--- src/verilog/rv32_isa_pkg.sv ---
// ----------------------------------------------------------------------
// RV32I instruction-set definitions
// Data width, data word type and the ALU micro-operation encoding
// ----------------------------------------------------------------------

package rv32_isa_pkg;

    // Width of one integer register in RV32I
    localparam int XLEN = 32;

    // Shift amount field width, taken from the low bits of operand B
    localparam int SHAMT_W = 5;

    // Width of the I-type immediate field in the instruction word
    localparam int IMM_W = 12;

    // Link address offsets for a compressed and a full-size jump
    localparam int LINK_OFFSET_RVC = 2;
    localparam int LINK_OFFSET = 4;

    typedef logic [XLEN-1:0] xlen_t;

    // Every operation the ALU executes, register and immediate forms apart
    typedef enum logic [4:0] {
        ADD,   ADDI,  SUB,
        SLT,   SLTI,  SLTU,  SLTIU,
        AND,   ANDI,
        OR,    ORI,
        XOR,   XORI,
        SLL,   SLLI,
        SRL,   SRLI,
        SRA,   SRAI,
        LUI,   AUIPC,
        // Unconditional jumps
        JAL,   JALR,
        // Conditional branches
        BEQ,   BNE,
        BLT,   BLTU,
        BGE,   BGEU
    } alu_uops_t;

endpackage : rv32_isa_pkg
--- src/verilog/exec_types_pkg.sv ---
// ----------------------------------------------------------------------
// Execute stage payload types
// Issue request and committed result as they travel through the stage
// ----------------------------------------------------------------------

package exec_types_pkg;

    // One decoded micro-operation as captured by the issue register
    typedef struct packed {
        rv32_isa_pkg::alu_uops_t op;
        rv32_isa_pkg::xlen_t     rs1;
        rv32_isa_pkg::xlen_t     rs2;
        // Already sign-extended by the decoder
        rv32_isa_pkg::xlen_t     imm;
        rv32_isa_pkg::xlen_t     pc;
        // Set for a 16-bit instruction, moves the link address by 2
        logic                    compressed;
    } issue_req_t;

    // Outcome of one operation as held by the result register
    typedef struct packed {
        rv32_isa_pkg::xlen_t result;
        // Jump or branch destination, zero for everything else
        rv32_isa_pkg::xlen_t target;
        logic                is_branch;
        logic                taken;
    } commit_t;

endpackage : exec_types_pkg

--- src/verilog/exec_bus_if.sv ---
// ----------------------------------------------------------------------
// Execute bus
// Selected operands from the operand selector to the ALU and the
// branch target unit
// ----------------------------------------------------------------------

`timescale 1ns/1ns

interface exec_bus_if;
    import rv32_isa_pkg::*;

    logic      valid;
    alu_uops_t op;
    xlen_t     operand_a;
    xlen_t     operand_b;
    xlen_t     pc;
    xlen_t     rs1;
    xlen_t     imm;
    logic      compressed;

    // The selector drives every signal of the bus
    modport selector (
        output valid, op, operand_a, operand_b, pc, rs1, imm, compressed
    );

    // The ALU works on the muxed operands and needs the PC for links
    modport alu (
        input valid, op, operand_a, operand_b, pc, compressed
    );

    // JALR adds to rs1, the other jumps add to the PC
    modport branch (
        input valid, op, pc, rs1, imm
    );

endinterface : exec_bus_if

--- src/verilog/arithmetic_logic_unit.sv ---
// ----------------------------------------------------------------------
// Arithmetic logic unit
// Combinational RV32I datapath with one adder, comparators, a shifter
// and logic operations, plus the branch outcome for jumps and branches
// ----------------------------------------------------------------------

`timescale 1ns/1ns

module arithmetic_logic_unit (
    exec_bus_if.alu              bus,
    output rv32_isa_pkg::xlen_t  result_o,
    output logic                 is_branch_o,
    output logic                 branch_taken_o
);
    import rv32_isa_pkg::*;

    // ------------------------------------------------------------------
    // Adder
    // ------------------------------------------------------------------

    logic  subtract;
    xlen_t adder_b;
    xlen_t adder_result;

    // SUB shares the adder as A plus the two's complement of B
    assign subtract     = (bus.op == SUB);
    assign adder_b      = subtract ? ~bus.operand_b : bus.operand_b;
    assign adder_result = bus.operand_a + adder_b + {{(XLEN-1){1'b0}}, subtract};

    // Return address written by JAL and JALR
    xlen_t link_addr;

    assign link_addr = bus.pc + (bus.compressed ? xlen_t'(LINK_OFFSET_RVC)
                                                : xlen_t'(LINK_OFFSET));

    // ------------------------------------------------------------------
    // Comparators
    // ------------------------------------------------------------------

    xlen_t compare_b;
    logic  lt_s;
    logic  lt_u;
    logic  ge_s;
    logic  ge_u;
    logic  equal;

    // SLTIU sign-extends its 12-bit immediate and then compares unsigned
    assign compare_b = (bus.op == SLTIU) ?
                       {{(XLEN-IMM_W){bus.operand_b[IMM_W-1]}}, bus.operand_b[IMM_W-1:0]} :
                       bus.operand_b;

    assign lt_s  = $signed(bus.operand_a) < $signed(compare_b);
    assign lt_u  = bus.operand_a < compare_b;
    assign ge_s  = $signed(bus.operand_a) >= $signed(bus.operand_b);
    assign ge_u  = bus.operand_a >= bus.operand_b;
    assign equal = (bus.operand_a == bus.operand_b);

    // Jumps are always taken, branches follow their comparison
    // Nothing is flagged for an empty slot
    always_comb begin : branch_outcome
        is_branch_o    = 1'b0;
        branch_taken_o = 1'b0;
        if (bus.valid) begin
            is_branch_o = 1'b1;
            case (bus.op)
                JAL, JALR: branch_taken_o = 1'b1;
                BEQ:       branch_taken_o = equal;
                BNE:       branch_taken_o = !equal;
                BLT:       branch_taken_o = lt_s;
                BLTU:      branch_taken_o = lt_u;
                BGE:       branch_taken_o = ge_s;
                BGEU:      branch_taken_o = ge_u;
                default:   is_branch_o = 1'b0;
            endcase
        end
    end : branch_outcome

    // ------------------------------------------------------------------
    // Shifter and logic
    // ------------------------------------------------------------------

    logic [SHAMT_W-1:0] shamt;
    xlen_t              sll_result;
    xlen_t              srl_result;
    xlen_t              sra_result;

    // Only the low five bits of B count as shift amount
    assign shamt      = bus.operand_b[SHAMT_W-1:0];
    assign sll_result = bus.operand_a << shamt;
    assign srl_result = bus.operand_a >> shamt;
    assign sra_result = $signed(bus.operand_a) >>> shamt;

    // ------------------------------------------------------------------
    // Result mux
    // ------------------------------------------------------------------

    always_comb begin : result_mux
        case (bus.op)
            ADD, ADDI, SUB, AUIPC: result_o = adder_result;
            SLT, SLTI:             result_o = {{(XLEN-1){1'b0}}, lt_s};
            SLTU, SLTIU:           result_o = {{(XLEN-1){1'b0}}, lt_u};
            AND, ANDI:             result_o = bus.operand_a & bus.operand_b;
            OR, ORI:               result_o = bus.operand_a | bus.operand_b;
            XOR, XORI:             result_o = bus.operand_a ^ bus.operand_b;
            SLL, SLLI:             result_o = sll_result;
            SRL, SRLI:             result_o = srl_result;
            SRA, SRAI:             result_o = sra_result;
            // The decoder hands LUI its upper immediate ready to write
            LUI:                   result_o = bus.operand_b;
            JAL, JALR:             result_o = link_addr;
            // Conditional branches write no register
            default:               result_o = '0;
        endcase
    end : result_mux

endmodule : arithmetic_logic_unit

--- src/verilog/branch_target_unit.sv ---
// ----------------------------------------------------------------------
// Branch target unit
// Destination address for jumps and conditional branches
// ----------------------------------------------------------------------

`timescale 1ns/1ns

module branch_target_unit (
    exec_bus_if.branch           bus,
    output rv32_isa_pkg::xlen_t  target_o
);
    import rv32_isa_pkg::*;

    xlen_t base;
    xlen_t sum;

    // JALR is register relative, every other jump is PC relative
    assign base = (bus.op == JALR) ? bus.rs1 : bus.pc;
    assign sum  = base + bus.imm;

    // ------------------------------------------------------------------
    // Target select
    // ------------------------------------------------------------------

    always_comb begin : target_select
        target_o = '0;
        // Empty slots and plain ALU operations leave the target at zero
        if (bus.valid) begin
            case (bus.op)
                // The spec clears bit 0 of the computed JALR address
                JALR: target_o = {sum[XLEN-1:1], 1'b0};

                JAL,
                BEQ, BNE,
                BLT, BLTU,
                BGE, BGEU: target_o = sum;

                default: target_o = '0;
            endcase
        end
    end : target_select

endmodule : branch_target_unit

--- src/verilog/exec_unit_top.sv ---
// ----------------------------------------------------------------------
// Execute stage top level
// Issue register, operand selector, ALU, branch target unit and
// result register, with a fixed latency of two cycles
// ----------------------------------------------------------------------

`timescale 1ns/1ns

module exec_unit_top (
    input  logic                    clk_i,
    input  logic                    arst_n_i,
    input  logic                    issue_valid_i,
    input  rv32_isa_pkg::alu_uops_t issue_op_i,
    input  rv32_isa_pkg::xlen_t     rs1_data_i,
    input  rv32_isa_pkg::xlen_t     rs2_data_i,
    input  rv32_isa_pkg::xlen_t     imm_i,
    input  rv32_isa_pkg::xlen_t     pc_i,
    input  logic                    compressed_i,
    output logic                    result_valid_o,
    output rv32_isa_pkg::xlen_t     result_o,
    output rv32_isa_pkg::xlen_t     target_o,
    output logic                    is_branch_o,
    output logic                    branch_taken_o
);
    import rv32_isa_pkg::*;
    import exec_types_pkg::*;

    issue_req_t issue_d;
    issue_req_t issue_q;
    logic       issue_valid_q;
    commit_t    commit_d;
    commit_t    commit_q;
    xlen_t      alu_result;
    xlen_t      bt_target;
    logic       alu_is_branch;
    logic       alu_taken;

    exec_bus_if u_bus ();

    // ------------------------------------------------------------------
    // Issue side
    // ------------------------------------------------------------------

    assign issue_d = '{op: issue_op_i, rs1: rs1_data_i, rs2: rs2_data_i,
                       imm: imm_i, pc: pc_i, compressed: compressed_i};

    pipe_stage #(.payload_t(issue_req_t)) u_issue_stage (
        .clk_i    (clk_i),
        .arst_n_i (arst_n_i),
        .valid_i  (issue_valid_i),
        .data_i   (issue_d),
        .valid_o  (issue_valid_q),
        .data_o   (issue_q)
    );

    operand_select u_operand_select (
        .valid_i (issue_valid_q),
        .req_i   (issue_q),
        .bus     (u_bus.selector)
    );

    // ------------------------------------------------------------------
    // Execute and commit
    // ------------------------------------------------------------------

    arithmetic_logic_unit u_alu (
        .bus            (u_bus.alu),
        .result_o       (alu_result),
        .is_branch_o    (alu_is_branch),
        .branch_taken_o (alu_taken)
    );

    branch_target_unit u_branch_target (
        .bus      (u_bus.branch),
        .target_o (bt_target)
    );

    assign commit_d = '{result: alu_result, target: bt_target,
                        is_branch: alu_is_branch, taken: alu_taken};

    pipe_stage #(.payload_t(commit_t)) u_result_stage (
        .clk_i    (clk_i),
        .arst_n_i (arst_n_i),
        .valid_i  (issue_valid_q),
        .data_i   (commit_d),
        .valid_o  (result_valid_o),
        .data_o   (commit_q)
    );

    assign result_o       = commit_q.result;
    assign target_o       = commit_q.target;
    assign is_branch_o    = commit_q.is_branch;
    assign branch_taken_o = commit_q.taken;

endmodule : exec_unit_top

--- src/verilog/operand_select.sv ---
// ----------------------------------------------------------------------
// Operand selector
// Picks the sources of operands A and B for each micro-operation and
// drives the execute bus
// ----------------------------------------------------------------------

`timescale 1ns/1ns

module operand_select (
    input  logic                       valid_i,
    input  exec_types_pkg::issue_req_t req_i,
    exec_bus_if.selector               bus
);
    import rv32_isa_pkg::*;

    logic pc_as_a;
    logic imm_as_b;

    // ------------------------------------------------------------------
    // Source decode
    // ------------------------------------------------------------------

    // AUIPC and JAL add to the instruction address
    always_comb begin : a_source
        case (req_i.op)
            AUIPC, JAL: pc_as_a = 1'b1;
            default:    pc_as_a = 1'b0;
        endcase
    end : a_source

    // All I-type forms plus the U-type and jump forms take the immediate
    always_comb begin : b_source
        case (req_i.op)
            ADDI, SLTI, SLTIU, ANDI, ORI, XORI,
            SLLI, SRLI, SRAI,
            LUI, AUIPC, JAL, JALR: imm_as_b = 1'b1;
            default:               imm_as_b = 1'b0;
        endcase
    end : b_source

    // ------------------------------------------------------------------
    // Bus drive
    // ------------------------------------------------------------------

    assign bus.valid     = valid_i;
    assign bus.op        = req_i.op;
    assign bus.operand_a = pc_as_a ? req_i.pc : req_i.rs1;
    assign bus.operand_b = imm_as_b ? req_i.imm : req_i.rs2;

    // Raw fields for the link address and the branch target
    assign bus.pc         = req_i.pc;
    assign bus.rs1        = req_i.rs1;
    assign bus.imm        = req_i.imm;
    assign bus.compressed = req_i.compressed;

endmodule : operand_select

--- src/verilog/pipe_stage.sv ---
// ----------------------------------------------------------------------
// Pipeline register
// One valid bit with asynchronous clear and one payload register
// ----------------------------------------------------------------------

`timescale 1ns/1ns

module pipe_stage #(
    parameter type payload_t = logic
) (
    input  logic     clk_i,
    input  logic     arst_n_i,
    input  logic     valid_i,
    input  payload_t data_i,
    output logic     valid_o,
    output payload_t data_o
);

    logic     valid_q;
    payload_t data_q;

    // Valid is the only control state, it comes up empty after reset
    always_ff @(posedge clk_i or negedge arst_n_i) begin : valid_reg
        if (!arst_n_i) begin
            valid_q <= 1'b0;
        end else begin
            valid_q <= valid_i;
        end
    end : valid_reg

    // The payload follows the input every cycle
    // Its content only counts while valid_q is set
    always_ff @(posedge clk_i) begin : data_reg
        data_q <= data_i;
    end : data_reg

    assign valid_o = valid_q;
    assign data_o  = data_q;

endmodule : pipe_stage

--- config.mk ---
export PLATFORM = sky130hd
export DESIGN_NAME = exec_unit_top
export DESIGN_NICKNAME = d
export VERILOG_FILES = /design/src/verilog/rv32_isa_pkg.sv /design/src/verilog/exec_types_pkg.sv /design/src/verilog/exec_bus_if.sv /design/src/verilog/arithmetic_logic_unit.sv /design/src/verilog/branch_target_unit.sv /design/src/verilog/exec_unit_top.sv /design/src/verilog/operand_select.sv /design/src/verilog/pipe_stage.sv
export SDC_FILE = /design/constraint.sdc
export NUM_CORES = 1
export LEC_CHECK = 0
export ABC_AREA = 1
export BUFFER_PORTS_ARGS = -buffer_cell sky130_fd_sc_hd__buf_2
export CAP_MARGIN = 5
export CORE_MARGIN = 3
export CORE_UTILIZATION = 61
export CTS_CLUSTER_DIAMETER = 100
export DETAILED_ROUTE_END_ITERATION = 7
export GPL_TIMING_DRIVEN = 1
export PLACE_DENSITY = 0.92
export SKIP_CTS_REPAIR_TIMING = 1
export SLEW_MARGIN = 40
export SYNTH_ARGS = -nofsm -noshare
export SYNTH_HDL_FRONTEND = slang
export SYNTH_HIERARCHICAL = 1
export SYNTH_SLANG_ARGS = --single-unit
--- constraint.sdc ---
create_clock -name clk_i -period 3.8 [get_ports clk_i]
set_clock_uncertainty 0.15 [all_clocks]
set_input_delay 0 -clock clk_i [delete_from_list [all_inputs] [get_ports clk_i]]
set_output_delay 0 -clock clk_i [all_outputs]
set_load 0.02 [all_outputs]
==> results of run 1 <==
[layer usage]
metal,track usage [%],overflow
met1,67.5,0
met2,85.9,3
met3,48.2,5
met4,65.7,7
met5,19.0,0
[logic make-up after synthesis]
| logic type | share of synthesized area, % |
|---|---|
| AND/OR/NAND/NOR | 33.8 |
| AO/OA/AOI/OAI | 16.0 |
| multiplexers | 0.793 |
| flip-flops | 21.1 |
| XOR/XNOR | 2.14 |
| adder cells (fa/ha/maj) | 12.5 |
| buffers and inverters | 13.7 |
[synthesized netlist by cell type, types with 37 or more instances]
cell	instances	area [sq um]
buf_2	37	185
nor3_1	56	280
ha_1	187	2340
o21ai_0	146	731
nor2_1	214	803
nand2_1	965	3620
a21oi_1	174	871
buf_4	116	871
dfxtp_1	200	4000
inv_1	330	1240
nand3_1	180	901
o21ai_1	112	561
[through the flow]
step                      utilization [%]  setup slack, ps
after detailed placement             65.4              153
after CTS                            68.0              124
after floorplan                         -              387
after global placement               65.4              239
==> metrics, run 1 <==
status aborted with a tool error; Stop stage global routing; tool error [ERROR GRT-0232] Routing congestion too high. Check the congestion heatmap in the GUI.; Initial Utilization 62.5%; port buffer count 203; Top FF cell, synth dfxtp_1; GR Overflow Total 15; worst endpoint type register input; Syn Area/Cell 6.19 sq um; Mapped Cells 3,109; row count 64; #FFs+latches synth 202; distinct cell type count after synthesis 60; worst endpoint from the post-global-route timing repair u_result_stage/data_o[0]$_DFF_P_/D; die height 184 microns; placed standard-cell area 20,200 sq um; HPWL after detailed placement 63.6 mm; sequential area share after synthesis 21.1%; H-tree depth reported by CTS 1; Placed Cells 3,587; Async SR Flop Fraction 0.990%; CTS buffer count 24; clock root cell clkbuf_16; Synthesis Warnings 6; largest net degree at the start of global routing 67; clk buf depth 3; Post-synth EDFFs 0; CTS Sinks 202; syn_nets 3,436; GRT Total Usage 66.9%; mapped cell area 19,300 sq um; die extent in x 184 microns; io pins 204; final RePlAce weighted congestion 1.31
==> run 2: changes to the inputs <==
--- a/config.mk
+++ b/config.mk
@@ -9,11 +9,10 @@
 export BUFFER_PORTS_ARGS = -buffer_cell sky130_fd_sc_hd__buf_2
 export CAP_MARGIN = 5
 export CORE_MARGIN = 3
-export CORE_UTILIZATION = 61
-export CTS_CLUSTER_DIAMETER = 100
+export CORE_UTILIZATION = 40
 export DETAILED_ROUTE_END_ITERATION = 7
 export GPL_TIMING_DRIVEN = 1
-export PLACE_DENSITY = 0.92
+export PLACE_DENSITY_LB_ADDON = 0.15
 export SKIP_CTS_REPAIR_TIMING = 1
 export SLEW_MARGIN = 40
 export SYNTH_ARGS = -nofsm -noshare
==> metrics, run 2 <==
CTS Sinks 202 (unchanged); min cycle time layout 3720 ps; CP required 4120 ps; Final nets 3,939; Worst Hold Launch rs1_data_i[1]; failing checks hold timing; R2R Path End u_result_stage/data_o[38]; GRT Total Usage 34.3%; die extent in x 225 microns (+23%); CP endpoint kind register; Pre-Repair DR Iteration Count 6; max FFs per register 134; worst setup path startpoint u_issue_stage/data_o[131]; TritonCTS clock tree yes; CTS buffer count 24 (unchanged); hold_ws -31.6 ps; post-synth top area share 20.8% (unchanged); distinct cell type count after synthesis 60 (unchanged); Yosys top cell by area dfxtp_1; CP arrival 4040 ps; vias in the first global route 20,800; VDD IR-drop max 384 uV; Via Count 23,300; Leakage Power 12.9 nW; register area 4060 sq um; clk buf depth 3 (unchanged); placed standard-cell area 21,400 sq um (+6.1%); fraction of final layout cells sized beyond drive strength 1 16.3%; worst min path class in -> reg; Area contributors post-synth dfxtp_1 (21%), nand2_1 (19%), ha_1 (12%), inv_1 (6.4%), nand3_1 (4.7%); kind of critical path reg -> reg; die height 225 microns (+23%); port buffer count 203 (unchanged); Synthesis Warnings 6 (unchanged); Syn Area/Cell 6.19 sq um (unchanged); hold path endpoint u_issue_stage/data_o[98]; post-DR wirelength/cell 22.8 microns; initial antenna violation count 2; HPWL after detailed placement 74.9 mm (+18%); r2r startpoint u_issue_stage/data_o[131]; 1st-iter DRT viols 2,706; Initial Utilization 40.9% (-22 points); register-to-register setup slack 80 ps; largest net degree at the start of global routing 62; Top FF cell, synth dfxtp_1; pwr dens 358 nW/um^2; die area 50,800 sq um; most frequent cell after synthesis nand2_1; final hold violations 1; synth cell count leaders nand2_1 (965), inv_1 (330), nor2_1 (214); Worst setup SP type register; sequential area share after synthesis 21.1% (unchanged); syn_nets 3,436 (unchanged); # setup viols final 0; Async SR Flop Fraction 0.990% (unchanged); commonest non-fill, non-tap cell in the layout nand2_1; clock root cell clkbuf_16; row count 79 (+23%); period utilization 98.0%; Area Overhead vs Synth 30.9%; filler instances 4,595; Post-synth EDFFs 0 (unchanged); DP Worst Slack -104 ps (-257 ps); clock slew at reported path FFs 70 ps; vias per cell 5.49; final WL 96.6 mm; RSZ-0062 raised after global routing yes; Final Max Slew Viols 0; Tightest Pin Transition 961 ps; H-tree depth reported by CTS 1 (unchanged); Reg2Reg Depth 16; Mapped Cells 3,109 (unchanged); area of the multi-input gates 12,700 sq um; Hold Path Stages 2; io pins 204 (unchanged); CORE AREA 47,100 sq um; final RePlAce weighted congestion 1.05 (-19%); CP Max Fanout 36; GR Overflow Total 0; commonest cells after routing, fill and taps aside nand2_1 (957), inv_1 (326), dlygate4sd3_1 (270); Final WS setup 76.1 ps; #FFs+latches synth 202 (unchanged); residual DRC count 0; first-pass GRT wire length 130 mm; status finished, violations left; mapped cell area 19,300 sq um (unchanged); ANT nets after route 0; Final Core Density 53.6%; Final Cell Area 25,200 sq um; Maximum Capacitance Violations 0; Rel. slew slack 35.5%; Max Freq 269 MHz; clock latency on the worst-skew pair 560 ps
[run 2: worst max path at each step]
stage               depth (start not counted)                   endpoint  slack, ps
finish                                     16  u_result_stage/data_o[38]         80
global route                               19  u_result_stage/data_o[58]        -70
CTS                                        19  u_result_stage/data_o[44]       -130
detailed placement                         19  u_result_stage/data_o[44]       -100
global placement                           21  u_result_stage/data_o[38]       -220
floorplan                                  21  u_result_stage/data_o[48]        390
[run 2: worst max-delay path, cell delays in order (launching register included)]
cell and delay [ps]:
dfxtp_2 370, inv_2 50, nor2_4 110, nand3_2 180, buf_12 230, buf_4 160, o21ai_1 490, inv_1 160
o21ai_1 430, mux2i_1 230, o21ai_2 260, nand2_1 120, o21ai_1 100, nand2_1 60, nand2_1 180, nand2_1 160
nand4_1 170
[run 2: cells by family (layout without fill, tap and decap cells)]
logic type / count (synthesis) / in the layout / synth area share (%)
buffers and inverters: 560 / 1080 / 13.7
muxes: 14 / 14 / 0.793
adders and majority gates: 190 / 190 / 12.5
other: 0 / 4 / 0
DFF: 202 / 202 / 21.1
AOI/OAI and AO/OA: 551 / 551 / 16.0
and+or+nand+nor: 1545 / 1545 / 33.8
xor gates and xnor gates: 47 / 47 / 2.14
[run 2: metal layers]
metal  wire, microns  share of wire (%)  vias to the layer above  track usage [%]
li1                -                  -                    11000                -
met1           38700                 40                    10800             45.0
met2           45200                 47                     1257             56.7
met3            7090                7.3                      263             3.73
met4            5540                5.7                        0             15.9
met5               0                  0                        -                0
[run 2: final cells by class]
class / instances / share of cell area, %
clock buffers: 30 / 2.64
clock inverters: 13 / 0.874
inverters: 354 / 5.28
multi-input cells: 2347 / 50.5
flip-flops and latches: 202 / 16.1
well taps: 607 / 3.01
diodes: 4 / 0.0397
repair buffers: 683 / 21.6
[run 2: report_power, final]
part | internal [mW] | leakage (nW) | switching (mW)
combinational | 1.45 | 10.7 | 2.52
sequential | 2.28 | 1.70 | 0.103
clock | 1.60 | 0.430 | 1.07
[run 2: through the flow]
step           TNS (ps)  instances  power, mW  hold slack, ps
2_1_floorplan         0       3109       4.60            -446
3_3_place_gp       -710       3922       5.98            -365
3_5_place_dp       -204       3922       5.99            -360
4_1_cts            -408       3965       8.63            -940
5_1_grt            -432       4238       9.44            1.40
6_report              0       4240       9.02           -31.6
Power figures use the tool's default switching activity.
==> run 3: changes to the inputs <==
==> constraint.sdc (replaced) <==
create_clock -name clk_i -period 3.8 [get_ports clk_i]
set_clock_uncertainty 0.15 [all_clocks]
set_input_delay 0.76 -clock clk_i [delete_from_list [all_inputs] [get_ports clk_i]]
set_output_delay 0.76 -clock clk_i [all_outputs]
set_load 0.02 [all_outputs]
==> metrics, run 3 (synthesized netlist as in run 2, its figures left out) <==
status finished clean; Final nets 3,670 (-6.8%); initial antenna violation count 0 (-2); TritonCTS clock tree yes; Leakage Power 11.7 nW (-8.7%); row count 79 (unchanged); CP endpoint kind register; fraction of final layout cells sized beyond drive strength 1 17.6% (+1.3 points); largest net degree at the start of global routing 62 (unchanged); CORE AREA 47,100 sq um (unchanged); CP arrival 3930 ps (-110 ps); 1st-iter DRT viols 2,188 (-19%); commonest non-fill, non-tap cell in the layout nand2_1; final RePlAce weighted congestion 1.05 (unchanged); H-tree depth reported by CTS 1 (unchanged); GR Overflow Total 0 (unchanged); first-pass GRT wire length 130 mm (unchanged); die extent in x 225 microns (unchanged); vias in the first global route 20,800 (unchanged); Worst setup SP type register; Pre-Repair DR Iteration Count 6 (unchanged); HPWL after detailed placement 74.9 mm (unchanged); CP Max Fanout 6 (-83%); routing usage on met2 56.7% (unchanged); non-filler cells, final 3,967 (-6.4%); die area 50,800 sq um (unchanged); max FFs per register 134 (unchanged); Via Count 21,900 (-6.1%); total power 8.71 mW (-3.4%); clock slew at reported path FFs 70 ps (about the same); sequential fraction of design power 27.3% (+0.9 points); pwr dens 387 nW/um^2 (+8.2%); met1 GRT Util 45.0% (unchanged); die height 225 microns (unchanged); antenna cell count 0 (-4); period utilization 96.3% (-1.7 points); CTS Sinks 202 (unchanged); ANT nets after route 0 (unchanged); Max Freq 273 MHz (+1.8%); Power Internal 5.15 mW (-3.4%); commonest cells after routing, fill and taps aside nand2_1 (957), inv_1 (326), nor2_1 (212); residual DRC count 0 (unchanged); sw power 3.57 mW (-3.3%); Switching Fraction 41.0% (+0.045 points); Maximum Capacitance Violations 0 (unchanged); worst min path class in -> reg; port buffer count 203 (unchanged); Area Overhead vs Synth 16.9%; Placed Cells 3,922 (unchanged); Rel. slew slack 38.6% (+3.1 points); Initial Utilization 40.9% (unchanged); M3 GR Usage 3.73% (unchanged); Final Max Slew Viols 0 (unchanged); # setup viols final 0 (unchanged); VDD IR-drop max 354 uV (-7.7%); clock power share 30.0% (+0.5 points); busiest grt layer met2; Tightest Pin Transition 915 ps (-46.2 ps); Logic pwr share 42.7% (-1.4 points); vias per cell 5.51 (+0.41%); io pins 204 (unchanged); final hold violations 0 (-1); CTS buffer count 24 (unchanged); min cycle time layout 3660 ps (-65.0 ps); GRT Total Usage 34.3% (unchanged); clock root cell clkbuf_16; clock latency on the worst-skew pair 560 ps (about the same); final WL 90.2 mm (-6.6%); kind of critical path reg -> reg; clk buf depth 3 (unchanged); CP required 4070 ps (-50 ps); post-DR wirelength/cell 22.7 microns (-0.14%); RSZ-0062 raised after global routing yes
## run 3: cell types whose count changed in the layout (fill, tap and decap cells not counted)
| cell | before | now |
|---|---|---|
| diode_2 | 4 | 0 |
| dlygate4sd3_1 | 270 | 1 |
## run 3: per-layer routing
layer / wire length, microns / share of wire, %
met1: 37700 / 42
met3: 6730 / 7.5
met4: 4980 / 5.5
met2: 40800 / 45
met5: 0 / 0
## run 3: power groups by stage
stage / clock network, mW / registers, mW / logic (mW)
floorplan: 0 / 2.48 / 2.12
global placement: 0 / 2.42 / 3.55
detailed placement: 0 / 2.43 / 3.57
CTS: 2.66 / 2.38 / 3.59
global route: 2.73 / 2.39 / 4.03
finish: 2.62 / 2.38 / 3.72
## run 3: path summary, 6_finish.rpt
path / cells after the start / end / slack [ps] / from
worst max register to register: 18 / u_result_stage/data_o[58] / 140 / u_issue_stage/data_o[132]
max in group asynchronous: 2 / u_result_stage/valid_o / 3020 / arst_n_i
worst min register to register: 0 / u_result_stage/valid_o / 360 / u_issue_stage/valid_o
worst max-delay path: 18 / u_result_stage/data_o[58] / 140 / u_issue_stage/data_o[132]
min in group asynchronous: 2 / u_issue_stage/valid_o / 390 / arst_n_i
worst min-delay path: 1 / u_issue_stage/data_o[91] / 150 / rs2_data_i[26]
## run 3: area by class of cell
cell class | instances | area (sq um)
clock buffers | 30 | 664
well taps | 607 | 759
multi-input cells | 2347 | 12700
fillers | 4994 | 24500
inverters | 354 | 1330
clock inverters | 13 | 220
repair buffers | 414 | 2740
flip-flops and latches | 202 | 4060
## run 3: worst max-delay path: stages, from the launching register on
cell and delay [ps]:
dfxtp_2 400, nor2_1 70, nand2_2 80, nand3_2 170, nand2_4 140, nand2_1 50
nand2_1 190, clkinv_1 170, xor2_1 200, ha_1 360, a21oi_1 320, o21ai_2 190
a21oi_1 160, buf_4 150, inv_1 100, nand3_1 110, nand3_1 120, o21ai_0 260
nand3_1 150
## run 3: per-stage QoR
stage / TNS, ps / cell area (sq um) / worst slack [ps] / utilization, % / hold slack [ps]
after global placement: -710 / 21400 / -221 / 45.5 / 324
after detailed placement: -204 / 21400 / -104 / 45.5 / 341
after CTS: -408 / 22300 / -134 / 47.4 / -180
final: 0 / 22500 / 141 / 47.8 / 148
after global routing: -128 / 22500 / -42.4 / 47.8 / 139
after floorplan: 0 / 19300 / 387 / - / 205
